--- src/design/BranchPkg.sv ---
// **************************************************
// Shared widths, types and branch codes.
// MIPS opcode, REGIMM and funct field values.
// Squash depth after a taken branch.
// **************************************************
`default_nettype none

package BranchPkg;

    // **************************************************
    // widths and types
    // **************************************************
    localparam int wordW = 32;
    localparam int addrW = 32;
    localparam int codeW = 4;

    // data word, used for operands and the instruction.
    typedef logic [wordW-1:0] wordT;
    // program counter or branch target.
    typedef logic [addrW-1:0] addrT;
    // decoded branch kind.
    typedef logic [codeW-1:0] codeT;

    // **************************************************
    // branch codes
    // **************************************************
    localparam codeT codeNone = 4'd0;
    localparam codeT codeBeq  = 4'd1;
    localparam codeT codeBne  = 4'd2;
    localparam codeT codeBgez = 4'd3;
    localparam codeT codeBgtz = 4'd4;
    localparam codeT codeBlez = 4'd5;
    localparam codeT codeBltz = 4'd6;
    localparam codeT codeJr   = 4'd7;
    localparam codeT codeJ    = 4'd8;

    // **************************************************
    // instruction fields
    // **************************************************
    // primary opcodes, instr[31:26].
    localparam logic [5:0] opSpecial = 6'd0;
    localparam logic [5:0] opRegimm  = 6'd1;
    localparam logic [5:0] opJ       = 6'd2;
    localparam logic [5:0] opBeq     = 6'd4;
    localparam logic [5:0] opBne     = 6'd5;
    localparam logic [5:0] opBlez    = 6'd6;
    localparam logic [5:0] opBgtz    = 6'd7;

    // funct of JR under SPECIAL.
    localparam logic [5:0] functJr = 6'd8;

    // rt selectors under REGIMM.
    localparam logic [4:0] rtBltz = 5'd0;
    localparam logic [4:0] rtBgez = 5'd1;

    // input cycles squashed after a taken item's own input cycle.
    localparam int flushShadow = 3;

endpackage

`default_nettype wire
--- src/design/DecodeBus.sv ---
// **************************************************
// Decode to execute bundle for one branch item.
// **************************************************
`timescale 1ns/100ps
`default_nettype none

interface DecodeBus;

    // strobe, the item counts whenever valid is high.
    logic              valid;
    BranchPkg::codeT   code;
    // first and second register operands.
    BranchPkg::wordT   opA;
    BranchPkg::wordT   opB;
    // taken target computed in decode.
    BranchPkg::addrT   target;

    modport producer (
        output valid,
        output code,
        output opA,
        output opB,
        output target
    );

    modport consumer (
        input valid,
        input code,
        input opA,
        input opB,
        input target
    );

endinterface

`default_nettype wire

--- src/design/BranchUnitTop.sv ---
// **************************************************
// Top level of the branch path.
// Decode, execute and result stages on plain ports.
// **************************************************
`timescale 1ns/100ps
`default_nettype none

module BranchUnitTop (
    input  wire logic             clk,
    input  wire logic             rstN,
    input  wire logic             instrValid,
    input  wire BranchPkg::wordT  instr,
    input  wire BranchPkg::addrT  pc,
    input  wire BranchPkg::wordT  rsVal,
    input  wire BranchPkg::wordT  rtVal,
    output      logic             redirect,
    output      BranchPkg::addrT  redirectPc,
    output      logic             resolveValid,
    output      logic             resolveTaken
);

    logic             flush;
    logic             exValid;
    logic             exTaken;
    BranchPkg::addrT  exTarget;

    DecodeBus decBus ();

    BranchDecode iDecode (
        .clk        (clk),
        .rstN       (rstN),
        .instrValid (instrValid),
        .instr      (instr),
        .pc         (pc),
        .rsVal      (rsVal),
        .rtVal      (rtVal),
        .flush      (flush),
        .dec        (decBus.producer)
    );

    BranchResolve iResolve (
        .clk      (clk),
        .rstN     (rstN),
        .dec      (decBus.consumer),
        .flush    (flush),
        .exValid  (exValid),
        .exTaken  (exTaken),
        .exTarget (exTarget)
    );

    RedirectUnit iRedirect (
        .clk          (clk),
        .rstN         (rstN),
        .exValid      (exValid),
        .exTaken      (exTaken),
        .exTarget     (exTarget),
        .flush        (flush),
        .redirect     (redirect),
        .redirectPc   (redirectPc),
        .resolveValid (resolveValid),
        .resolveTaken (resolveTaken)
    );

endmodule

`default_nettype wire

--- src/design/RedirectUnit.sv ---
// **************************************************
// Result stage of the branch path.
// Registers the redirect pulse and its pc,
// reports resolutions and drives flush.
// **************************************************
`timescale 1ns/100ps
`default_nettype none

module RedirectUnit (
    input  wire logic             clk,
    input  wire logic             rstN,
    input  wire logic             exValid,
    input  wire logic             exTaken,
    input  wire BranchPkg::addrT  exTarget,
    output      logic             flush,
    output      logic             redirect,
    output      BranchPkg::addrT  redirectPc,
    output      logic             resolveValid,
    output      logic             resolveTaken
);

    logic accept;

    // the item right behind a redirect is dropped.
    assign accept = exValid && !redirect;

    always_ff @(posedge clk or negedge rstN) begin
        if (!rstN) begin
            redirect     <= 1'b0;
            resolveValid <= 1'b0;
            resolveTaken <= 1'b0;
            redirectPc   <= '0;
        end else begin
            resolveValid <= accept;
            resolveTaken <= accept && exTaken;
            redirect     <= accept && exTaken;
            if (accept && exTaken) begin
                redirectPc <= exTarget;
            end
        end
    end

    // one-cycle flush to the earlier stages.
    assign flush = redirect;

    // **************************************************
    // checks
    // **************************************************
    // the whole shadow stays quiet, so no redirect can follow.
    aRedirectShadow: assert property (
        @(posedge clk) disable iff (!rstN)
        redirect |=> (!redirect) [*BranchPkg::flushShadow]
    ) else $error("redirect inside the flush shadow");

    aRedirectReported: assert property (
        @(posedge clk) disable iff (!rstN)
        redirect |-> (resolveValid && resolveTaken)
    ) else $error("redirect without a taken resolution");

endmodule

`default_nettype wire

--- src/design/BranchResolve.sv ---
// **************************************************
// Execute stage of the branch path.
// Evaluates the branch condition and registers
// the taken flag and target.
// **************************************************
`timescale 1ns/100ps
`default_nettype none

module BranchResolve (
    input  wire logic             clk,
    input  wire logic             rstN,
    DecodeBus.consumer            dec,
    input  wire logic             flush,
    output      logic             exValid,
    output      logic             exTaken,
    output      BranchPkg::addrT  exTarget
);

    logic signed [BranchPkg::wordW-1:0] opASigned;
    logic                               taken;

    assign opASigned = dec.opA;

    // **************************************************
    // condition
    // **************************************************
    always_comb begin
        unique case (dec.code)
            BranchPkg::codeBeq:  taken = (dec.opA == dec.opB);
            BranchPkg::codeBne:  taken = (dec.opA != dec.opB);
            // signed compares against zero.
            BranchPkg::codeBgez: taken = (opASigned >= 0);
            BranchPkg::codeBgtz: taken = (opASigned > 0);
            BranchPkg::codeBlez: taken = (opASigned <= 0);
            BranchPkg::codeBltz: taken = (opASigned < 0);
            // jumps always go.
            BranchPkg::codeJr:   taken = 1'b1;
            BranchPkg::codeJ:    taken = 1'b1;
            default:             taken = 1'b0;
        endcase
    end

    // **************************************************
    // execute register
    // **************************************************
    always_ff @(posedge clk or negedge rstN) begin
        if (!rstN) begin
            exValid <= 1'b0;
        end else begin
            exValid <= dec.valid && !flush;
        end
    end

    always_ff @(posedge clk) begin
        if (dec.valid) begin
            exTaken  <= taken;
            exTarget <= dec.target;
        end
    end

    // the item behind a redirect is squashed here.
    aFlushClearsEx: assert property (
        @(posedge clk) disable iff (!rstN)
        flush |=> !exValid
    ) else $error("execute item survived a flush");

endmodule

`default_nettype wire

--- src/design/BranchDecode.sv ---
// **************************************************
// Decode stage of the branch path.
// Classifies the instruction, builds the target
// and registers the item onto the decode bus.
// **************************************************
`timescale 1ns/100ps
`default_nettype none

module BranchDecode (
    input  wire logic             clk,
    input  wire logic             rstN,
    input  wire logic             instrValid,
    input  wire BranchPkg::wordT  instr,
    input  wire BranchPkg::addrT  pc,
    input  wire BranchPkg::wordT  rsVal,
    input  wire BranchPkg::wordT  rtVal,
    input  wire logic             flush,
    DecodeBus.producer            dec
);

    logic [5:0]       opcode;
    logic [4:0]       rtField;
    logic [5:0]       funct;
    logic [15:0]      imm;
    logic [25:0]      index;
    BranchPkg::addrT  pcPlus4;
    BranchPkg::addrT  brTarget;
    BranchPkg::addrT  jTarget;
    BranchPkg::codeT  code;
    BranchPkg::addrT  target;
    logic             isBranch;

    assign opcode  = instr[31:26];
    assign rtField = instr[20:16];
    assign funct   = instr[5:0];
    assign imm     = instr[15:0];
    assign index   = instr[25:0];

    // **************************************************
    // target computation
    // **************************************************
    assign pcPlus4  = pc + 32'd4;
    assign brTarget = pcPlus4 + {{14{imm[15]}}, imm, 2'b00};
    // region of the next pc joined to the word index.
    assign jTarget  = {pcPlus4[31:28], index, 2'b00};

    // **************************************************
    // classification
    // **************************************************
    always_comb begin
        code = BranchPkg::codeNone;
        unique case (opcode)
            BranchPkg::opSpecial: begin
                if (funct == BranchPkg::functJr) begin
                    code = BranchPkg::codeJr;
                end
            end
            BranchPkg::opRegimm: begin
                if (rtField == BranchPkg::rtBltz) begin
                    code = BranchPkg::codeBltz;
                end else if (rtField == BranchPkg::rtBgez) begin
                    code = BranchPkg::codeBgez;
                end
            end
            BranchPkg::opJ:    code = BranchPkg::codeJ;
            BranchPkg::opBeq:  code = BranchPkg::codeBeq;
            BranchPkg::opBne:  code = BranchPkg::codeBne;
            BranchPkg::opBlez: code = BranchPkg::codeBlez;
            BranchPkg::opBgtz: code = BranchPkg::codeBgtz;
            default:           code = BranchPkg::codeNone;
        endcase
    end

    assign isBranch = (code != BranchPkg::codeNone);

    always_comb begin
        if (code == BranchPkg::codeJ) begin
            target = jTarget;
        end else if (code == BranchPkg::codeJr) begin
            target = rsVal;
        end else begin
            target = brTarget;
        end
    end

    // **************************************************
    // decode register
    // **************************************************
    // nothing is taken in while a redirect is out.
    always_ff @(posedge clk or negedge rstN) begin
        if (!rstN) begin
            dec.valid <= 1'b0;
        end else begin
            dec.valid <= instrValid && isBranch && !flush;
        end
    end

    always_ff @(posedge clk) begin
        if (instrValid && isBranch) begin
            dec.code   <= code;
            dec.opA    <= rsVal;
            dec.opB    <= rtVal;
            dec.target <= target;
        end
    end

endmodule

`default_nettype wire

--- config.mk ---
export PLATFORM = sky130hd
export DESIGN_NAME = BranchUnitTop
export DESIGN_NICKNAME = d
export VERILOG_FILES = /design/src/design/BranchPkg.sv /design/src/design/DecodeBus.sv /design/src/design/BranchUnitTop.sv /design/src/design/RedirectUnit.sv /design/src/design/BranchResolve.sv /design/src/design/BranchDecode.sv
export SDC_FILE = /design/constraint.sdc
export NUM_CORES = 1
export LEC_CHECK = 0
export CORE_MARGIN = 5
export CORE_UTILIZATION = 35
export CTS_CLUSTER_DIAMETER = 30
export DETAILED_ROUTE_END_ITERATION = 12
export DONT_BUFFER_PORTS = 1
export GPL_ROUTABILITY_DRIVEN = 1
export GPL_TIMING_DRIVEN = 0
export PLACE_DENSITY = 0.6
export SKIP_CTS_REPAIR_TIMING = 1
export SYNTH_ARGS = -nofsm -noshare
export SYNTH_HDL_FRONTEND = slang
export SYNTH_SLANG_ARGS = --single-unit
export TNS_END_PERCENT = 20
--- constraint.sdc ---
create_clock -name clk -period 3.7 [get_ports clk]
set_input_delay 0.37 -clock clk [delete_from_list [all_inputs] [get_ports clk]]
set_output_delay 0.37 -clock clk [all_outputs]
set_load 0.02 [all_outputs]
=== Word-level counts from Yosys, hierarchy flattened ===
Index checks and enable logic that the tools add are counted.

* Add/sub/neg operators: 2
* Order comparisons: 4
* Equal/unequal tests: 20
* Muxes and demuxes: 7
* Reduce and logical (&&, ||, !) cells: 10

{| class="wikitable"
|+ Operators with widths
! operator !! number
|-
| 32-bit 2-to-1 mux || 2
|-
| 32-bit by 3-bit adder with 32-bit output, second input constant || 1
|-
| 32-bit adder || 1
|-
| 32-bit equality test || 1
|-
| 32-bit by 1-bit >= comparator with 1-bit output, second input constant || 1
|-
| 32-bit by 1-bit greater-than comparator with 1-bit output, second input constant || 1
|-
| 32-bit by 1-bit <= comparator with 1-bit output, second input constant || 1
|-
| 32-bit by 1-bit less-than comparator with 1-bit output, second input constant || 1
|-
| 32-bit != test || 1
|-
| 4-bit case mux with 7 select lines || 1
|-
| 6-bit by 3-bit equality test with 1-bit output, second input constant || 4
|-
| 4-bit by 3-bit equality test with 1-bit output, second input constant || 5
|-
| 4-bit by 2-bit equality test with 1-bit output, second input constant || 2
|-
| 4-bit equality test, second input constant || 2
|-
| 1-bit case mux with 7 select lines || 1
|-
| 6-bit by 1-bit equality test with 1-bit output, second input constant || 1
|-
| 6-bit by 2-bit equality test with 1-bit output, second input constant || 1
|-
| 6-bit by 4-bit equality test with 1-bit output, second input constant || 1
|-
| 6-bit logical NOT || 1
|-
| 5-bit by 1-bit equality test with 1-bit output, second input constant || 1
|-
| 1-bit logical AND || 5
|-
| 5-bit logical NOT || 1
|-
| 4-bit by 1-bit equality test with 1-bit output, second input constant || 1
|-
| 4-bit 2-to-1 mux || 1
|-
| 5 further kinds || 5
|}

* Register bits after elaboration: 169
* Output and inout bits: 35
* Word-level logic and storage cells: 55

=== Longest topological paths before layout ===
* Depth after elaboration: 7
* Depth in mapped cells: 15

=== By module ===
Synthesis repeated with hierarchy kept, for this count alone.

* Cell total of the unflattened synthesis: 730
* Area, all modules: 8886.0 sq um

{| class="wikitable"
|+ Modules (own cells, without submodules)
! module !! times used !! cells an instance !! area an instance (sq um) !! seq. area each (sq um)
|-
| BranchDecode || 1 || 557 || 5952.0 || 3027.9
|-
| BranchResolve || 1 || 99 || 1535.2 || 1016.0
|-
| RedirectUnit || 1 || 74 || 1398.8 || 850.8
|}

=== Worst setup path after synthesis ===
Ideal clock, no wire load.

* Path type: input to register
* Start: input instr[29]
* End: register iDecode.dec.code[0], enable pin
* Setup time: 0.479 ns
* Arrival: 3.945 ns
* Slack: -0.724 ns
* Cell stages on the path: 5
* Path buffers: 0
* Cell sequence: nor3_1 -> nor3b_1 -> nand3_1 -> o211ai_1 -> o41a_1

* Cells in the longest elaborated chain, start to end: 4
* Elaborated cells between the ends (all ways): 10
* Those cells by class: 6 x eq/ne; 1 x mux; 3 x reduce/logical

{| class="wikitable"
|+ Ends and longest elaborated chain
! what !! line !! RTL
|-
| start: declaration || BranchUnitTop.sv:12 || <nowiki>input wire BranchPkg::wordT instr,</nowiki>
|-
| 6-bit by 3-bit equality test with 1-bit output (tied with other cells) || BranchDecode.sv:52 || <nowiki>unique case (opcode)</nowiki>
|-
| 4-bit case mux with 7 select lines * || BranchDecode.sv:52 ||
|-
| net iDecode.code[2] || BranchDecode.sv:29 || <nowiki>BranchPkg::codeT code;</nowiki>
|-
| 4-bit nonzero test * || BranchDecode.sv:74 || <nowiki>assign isBranch = (code != BranchPkg::codeNone);</nowiki>
|-
| 1-bit logical AND * || BranchDecode.sv:99 || <nowiki>if (instrValid && isBranch) begin</nowiki>
|-
| end: declaration || DecodeBus.sv:20 || <nowiki>output code,</nowiki>
|}

The timed path passes the listed nets; every way through them passes the cells marked *.
A chain may end at the register's enable or synchronous reset.

=== Final worst setup path ===
* Start: input pc[5]
* End: register iDecode.dec.target[30] (data pin)

* Cells in the longest elaborated chain, start to end: 4

{| class="wikitable"
|+ Ends and longest elaborated chain
! what !! line !! RTL
|-
| start: declaration || BranchUnitTop.sv:13 || <nowiki>input wire BranchPkg::addrT pc,</nowiki>
|-
| 32-bit by 3-bit adder with 32-bit output * || BranchDecode.sv:42 || <nowiki>assign pcPlus4 = pc + 32'd4;</nowiki>
|-
| 32-bit adder || BranchDecode.sv:43 || <nowiki>assign brTarget = pcPlus4 + {{14{imm[15]}}, imm, 2'b00};</nowiki>
|-
| 32-bit 2-to-1 mux || BranchDecode.sv:79 || <nowiki>end else if (code == BranchPkg::codeJr) begin</nowiki>
|-
| 32-bit 2-to-1 mux * || BranchDecode.sv:77 || <nowiki>if (code == BranchPkg::codeJ) begin</nowiki>
|-
| net iDecode.target[30] || BranchDecode.sv:30 || <nowiki>BranchPkg::addrT target;</nowiki>
|-
| end: declaration || DecodeBus.sv:23 || <nowiki>output target</nowiki>
|}

Marks and branches as above.

==> impl_table.tex <==
\begin{tabular}{lr}
\hline
Metric & Value \\
\hline
\multicolumn{2}{l}{\textbf{Outcome}} \\
\quad Result of the run & complete, no violations \\
\multicolumn{2}{l}{\textbf{Setup path}} \\
\quad CP max-delay cell & or4\_1 \\
\quad Largest stage delay on the critical path & 490 ps \\
\quad Data required time at the worst endpoint & 3950 ps \\
\quad Reg2Reg Depth & 7 \\
\quad Maximum fanout count along the critical path & 7 \\
\quad Start-to-end type of the worst setup path & input port to register \\
\quad Endpoint arrival time on the critical path & 3520 ps \\
\quad Crit path cell chain & and3\_1, nand3\_1, nor3\_4, nand4\_1, xnor2\_1, ha\_1, nand3\_1, nor2\_1, a31oi\_1, a31oi\_1, a31oi\_1, or4\_1, and3\_1, o21ai\_1 \\
\quad Nature of the critical path startpoint & input port \\
\quad Most frequent cell on the critical path & a31oi\_1 \\
\quad Capturing element type of the critical path & register \\
\multicolumn{2}{l}{\textbf{Worst hold path}} \\
\quad Path type of the worst min-delay path & input port to register \\
\quad Worst hold path depth & 0 \\
\multicolumn{2}{l}{\textbf{Route}} \\
\quad Detailed-router iteration count before antenna repair & 6 \\
\quad Via density per instance & 5.15 \\
\quad Post-detailed-route wirelength per cell & 20.2 microns \\
\quad Total length of routed wires & 23.5 mm \\
\quad Post-route antenna net violation count & 0 \\
\quad DRC Markers & 0 \\
\quad Initial DRC Count & 559 \\
\quad Number of vias in the routed layout & 5,975 \\
\multicolumn{2}{l}{\textbf{Floorplan}} \\
\quad Die outline height & 167 microns \\
\quad \# IOs & 166 \\
\quad DIE AREA & 27,900 sq um \\
\quad Core region area & 24,300 sq um \\
\quad Floorplan die width & 167 microns \\
\quad Initial core utilization & 35.5\% \\
\quad Number of placement rows & 57 \\
\multicolumn{2}{l}{\textbf{Logic synthesis}} \\
\quad Number of nets in the synthesized netlist & 965 \\
\quad Warning count from the yosys run & 0 \\
\quad Number of distinct library cell variants in the gate-level netlist after synthesis & 59 \\
\quad Syn Std Cell Area & 8630 sq um \\
\quad Number of register bits inferred by synthesis & 169 \\
\quad Dominant register cell in the synthesized netlist & edfxtp\_1 \\
\quad Ys async rst share & 21.3\% \\
\quad Sequential-to-total area share from yosys stat & 56.7\% \\
\quad Mean area per synthesized cell & 10.8 sq um \\
\quad Cell taking the most area after synthesis & edfxtp\_1 \\
\quad Post-synthesis instance total & 798 \\
\quad Leading cell types by total area after synthesis & edfxtp\_1 (46\%), dfrtp\_1 (10\%), nand2\_1 (6.9\%), ha\_1 (5.1\%), xor2\_1 (4.6\%) \\
\quad Share of the synthesized area in the top cell type & 46.3\% \\
\quad Number of enable-type register cells in the synthesized netlist & 133 \\
\multicolumn{2}{l}{\textbf{STA}} \\
\quad Slew of the pin with the lowest slew margin & 1270 ps \\
\quad Period Utilization, post-route & 88.2\% \\
\quad Setup repair after global routing missed its margin & no \\
\quad Min Tclk post-route & 3260 ps \\
\quad Clk\_skew & 8.07 ps \\
\quad Worst hold slack across all endpoints & 41.8 ps \\
\quad Fmax & 306 MHz \\
\quad Final Max Slew Viols & 0 \\
\quad Worst max-slew margin expressed relative to the limit & 15.5\% \\
\quad Hold Fails Final Rpt & 0 \\
\quad Setup-violating endpoint count in the final report & 0 \\
\multicolumn{2}{l}{\textbf{Finish}} \\
\quad Most common cell after layout, fill and taps aside & nand2\_1 \\
\quad Highest-count cells in the layout ignoring fill and taps & nand2\_1 (158), edfxtp\_1 (133), nor2\_1 (58) \\
\quad \# fillers & 2,346 \\
\quad Final core utilization & 40.1\% \\
\quad Final layout net count & 987 \\
\quad Post-route design area & 9740 sq um \\
\quad Signed area change from the synthesized netlist to the final layout & 12.8\% \\
\quad Layout cell share with drive strength beyond 1 & 6.24\% \\
\multicolumn{2}{l}{\textbf{CTS}} \\
\quad Library cell used as clock root buffer & clkbuf\_16 \\
\quad Deepest clock path buffer count & 2 \\
\quad Clock transition time at the flip-flop clock pins of the worst setup and hold paths & 70 ps \\
\quad Clock buffers created by TritonCTS & 17 \\
\quad Worst skew pair latency & 420 ps \\
\quad Clock Sinks & 169 \\
\quad Total number of H-tree levels & 4 \\
\quad CTS tree & yes \\
\multicolumn{2}{l}{\textbf{Job}} \\
\quad Count of maximum capacitance violations & 0 \\
\multicolumn{2}{l}{\textbf{Power}} \\
\quad Worst supply voltage drop on vdd & 267 uV \\
\quad Power density over cell area & 494 nW/um\^{}2 \\
\quad Total leakage power & 3.73 nW \\
\multicolumn{2}{l}{\textbf{Placed design}} \\
\quad DP Wirelength & 19.0 mm \\
\quad Port Buffer Count & 0 \\
\quad Placed standard-cell area & 9080 sq um \\
\quad Routability cong. & 0.908 \\
\multicolumn{2}{l}{\textbf{Global routing}} \\
\quad Overflow left after global routing & 0 \\
\quad Number of global-route vias before repair & 5,942 \\
\quad First-pass GRT wire length & 35.2 mm \\
\quad Initial antenna violation count & 3 \\
\quad Combined global-route utilization of all metal layers & 16.5\% \\
\quad Pin count of the biggest net entering global routing & 61 \\
\hline
\end{tabular}
## routing by layer
metal	vias to the layer above	part of all wire (%)	GRT usage [%]
met5	-	0.055	0
met2	231	47	26.9
li1	2947	-	-
met4	2	2.6	5.09
met1	2754	40	20.0
met3	41	9.9	6.97
## Yosys cell counts (16+ instances only)
cell	count
nand3_1	28
a21oi_1	53
dfrtp_1	36
clkbuf_1	16
edfxtp_1	133
xnor2_1	34
ha_1	35
inv_1	16
nor2_1	58
o21ai_0	27
xor2_1	45
nor4_1	18
nand2_1	158
## critical path, delay by kind of cell
kind	cells	cell delay (ps)
and+or+nand+nor	8	1840
xor gates and xnor gates	1	150
AOI/OAI and AO/OA	4	790
adders and majority gates	1	380
## layout make-up
class | instances | area (sq um) | share of cell area, %
buffer | 21 | 85.1 | 0.873
antenna | 3 | 7.51 | 0.0771
clock inverter | 15 | 190 | 1.95
timing repair buffer | 3 | 57.6 | 0.591
multi-input combinational | 591 | 3610 | 37.1
sequential | 169 | 4890 | 50.2
tap | 324 | 405 | 4.16
clock buffer | 17 | 425 | 4.37
inverter | 17 | 63.8 | 0.655
## logic make-up (layout without fill, tap and decap cells)
kind of cell	Yosys count	after routing	share of synthesized area [%]
simple gates	321	321	16.7
flops	169	169	56.7
compound gates	150	150	11.0
xor+xnor	79	79	8.01
buf+inv	38	73	1.72
fa+ha+maj	36	36	5.30
mux	5	5	0.580
other cells	0	3	0
## per-stage QoR
step / total power [mW] / setup slack (ps) / setup TNS (ps) / cells
floorplan: 2.84 / 470 / 0 / 798
global placement: 2.99 / -247 / -21790 / 1122
detailed placement: 3.00 / -248 / -583 / 1123
CTS: 4.83 / 184 / 0 / 1155
global route: 5.03 / 132 / 0 / 1159
finish: 4.81 / 435 / 0 / 1160
## final timing paths
kind	start	to	slack, ps
hold / removal	rtVal[1]	iDecode.dec.opB[1]$_DFFE_PP_	40
setup reg to reg	iDecode.dec.opA[31]$_DFFE_PP_	iResolve.exTaken$_DFFE_PP_	1430
max in group asynchronous	rstN	iRedirect.redirectPc[30]$_DFFE_PN0P_	3100
setup / recovery	pc[5]	iDecode.dec.target[30]$_DFFE_PP_	440
hold reg to reg	iDecode.dec.target[21]$_DFFE_PP_	iResolve.exTarget[21]$_DFFE_PP_	420
min in group asynchronous	rstN	iRedirect.redirectPc[14]$_DFFE_PN0P_	410
## flip-flops by register name (all words and copies together), names as in the netlist
signal	cells
iRedirect.redirectPc	32
iRedirect.resolveTaken	1
iDecode.dec.opB	32
iRedirect.resolveValid	1
iDecode.dec.target	32
iDecode.dec.valid	1
iResolve.exTarget	32
iDecode.dec.code	4
iResolve.exValid	1
iDecode.dec.opA	32
iResolve.exTaken	1
## where the power goes
part           switching, mW  total (mW)  internal [mW]
Combinational          0.332       0.570          0.238
Sequential             0.196        2.40           2.20
Clock                  0.763        1.84           1.08
Total                   1.29        4.81           3.52
No activity file was read; power rests on OpenSTA's default activity.
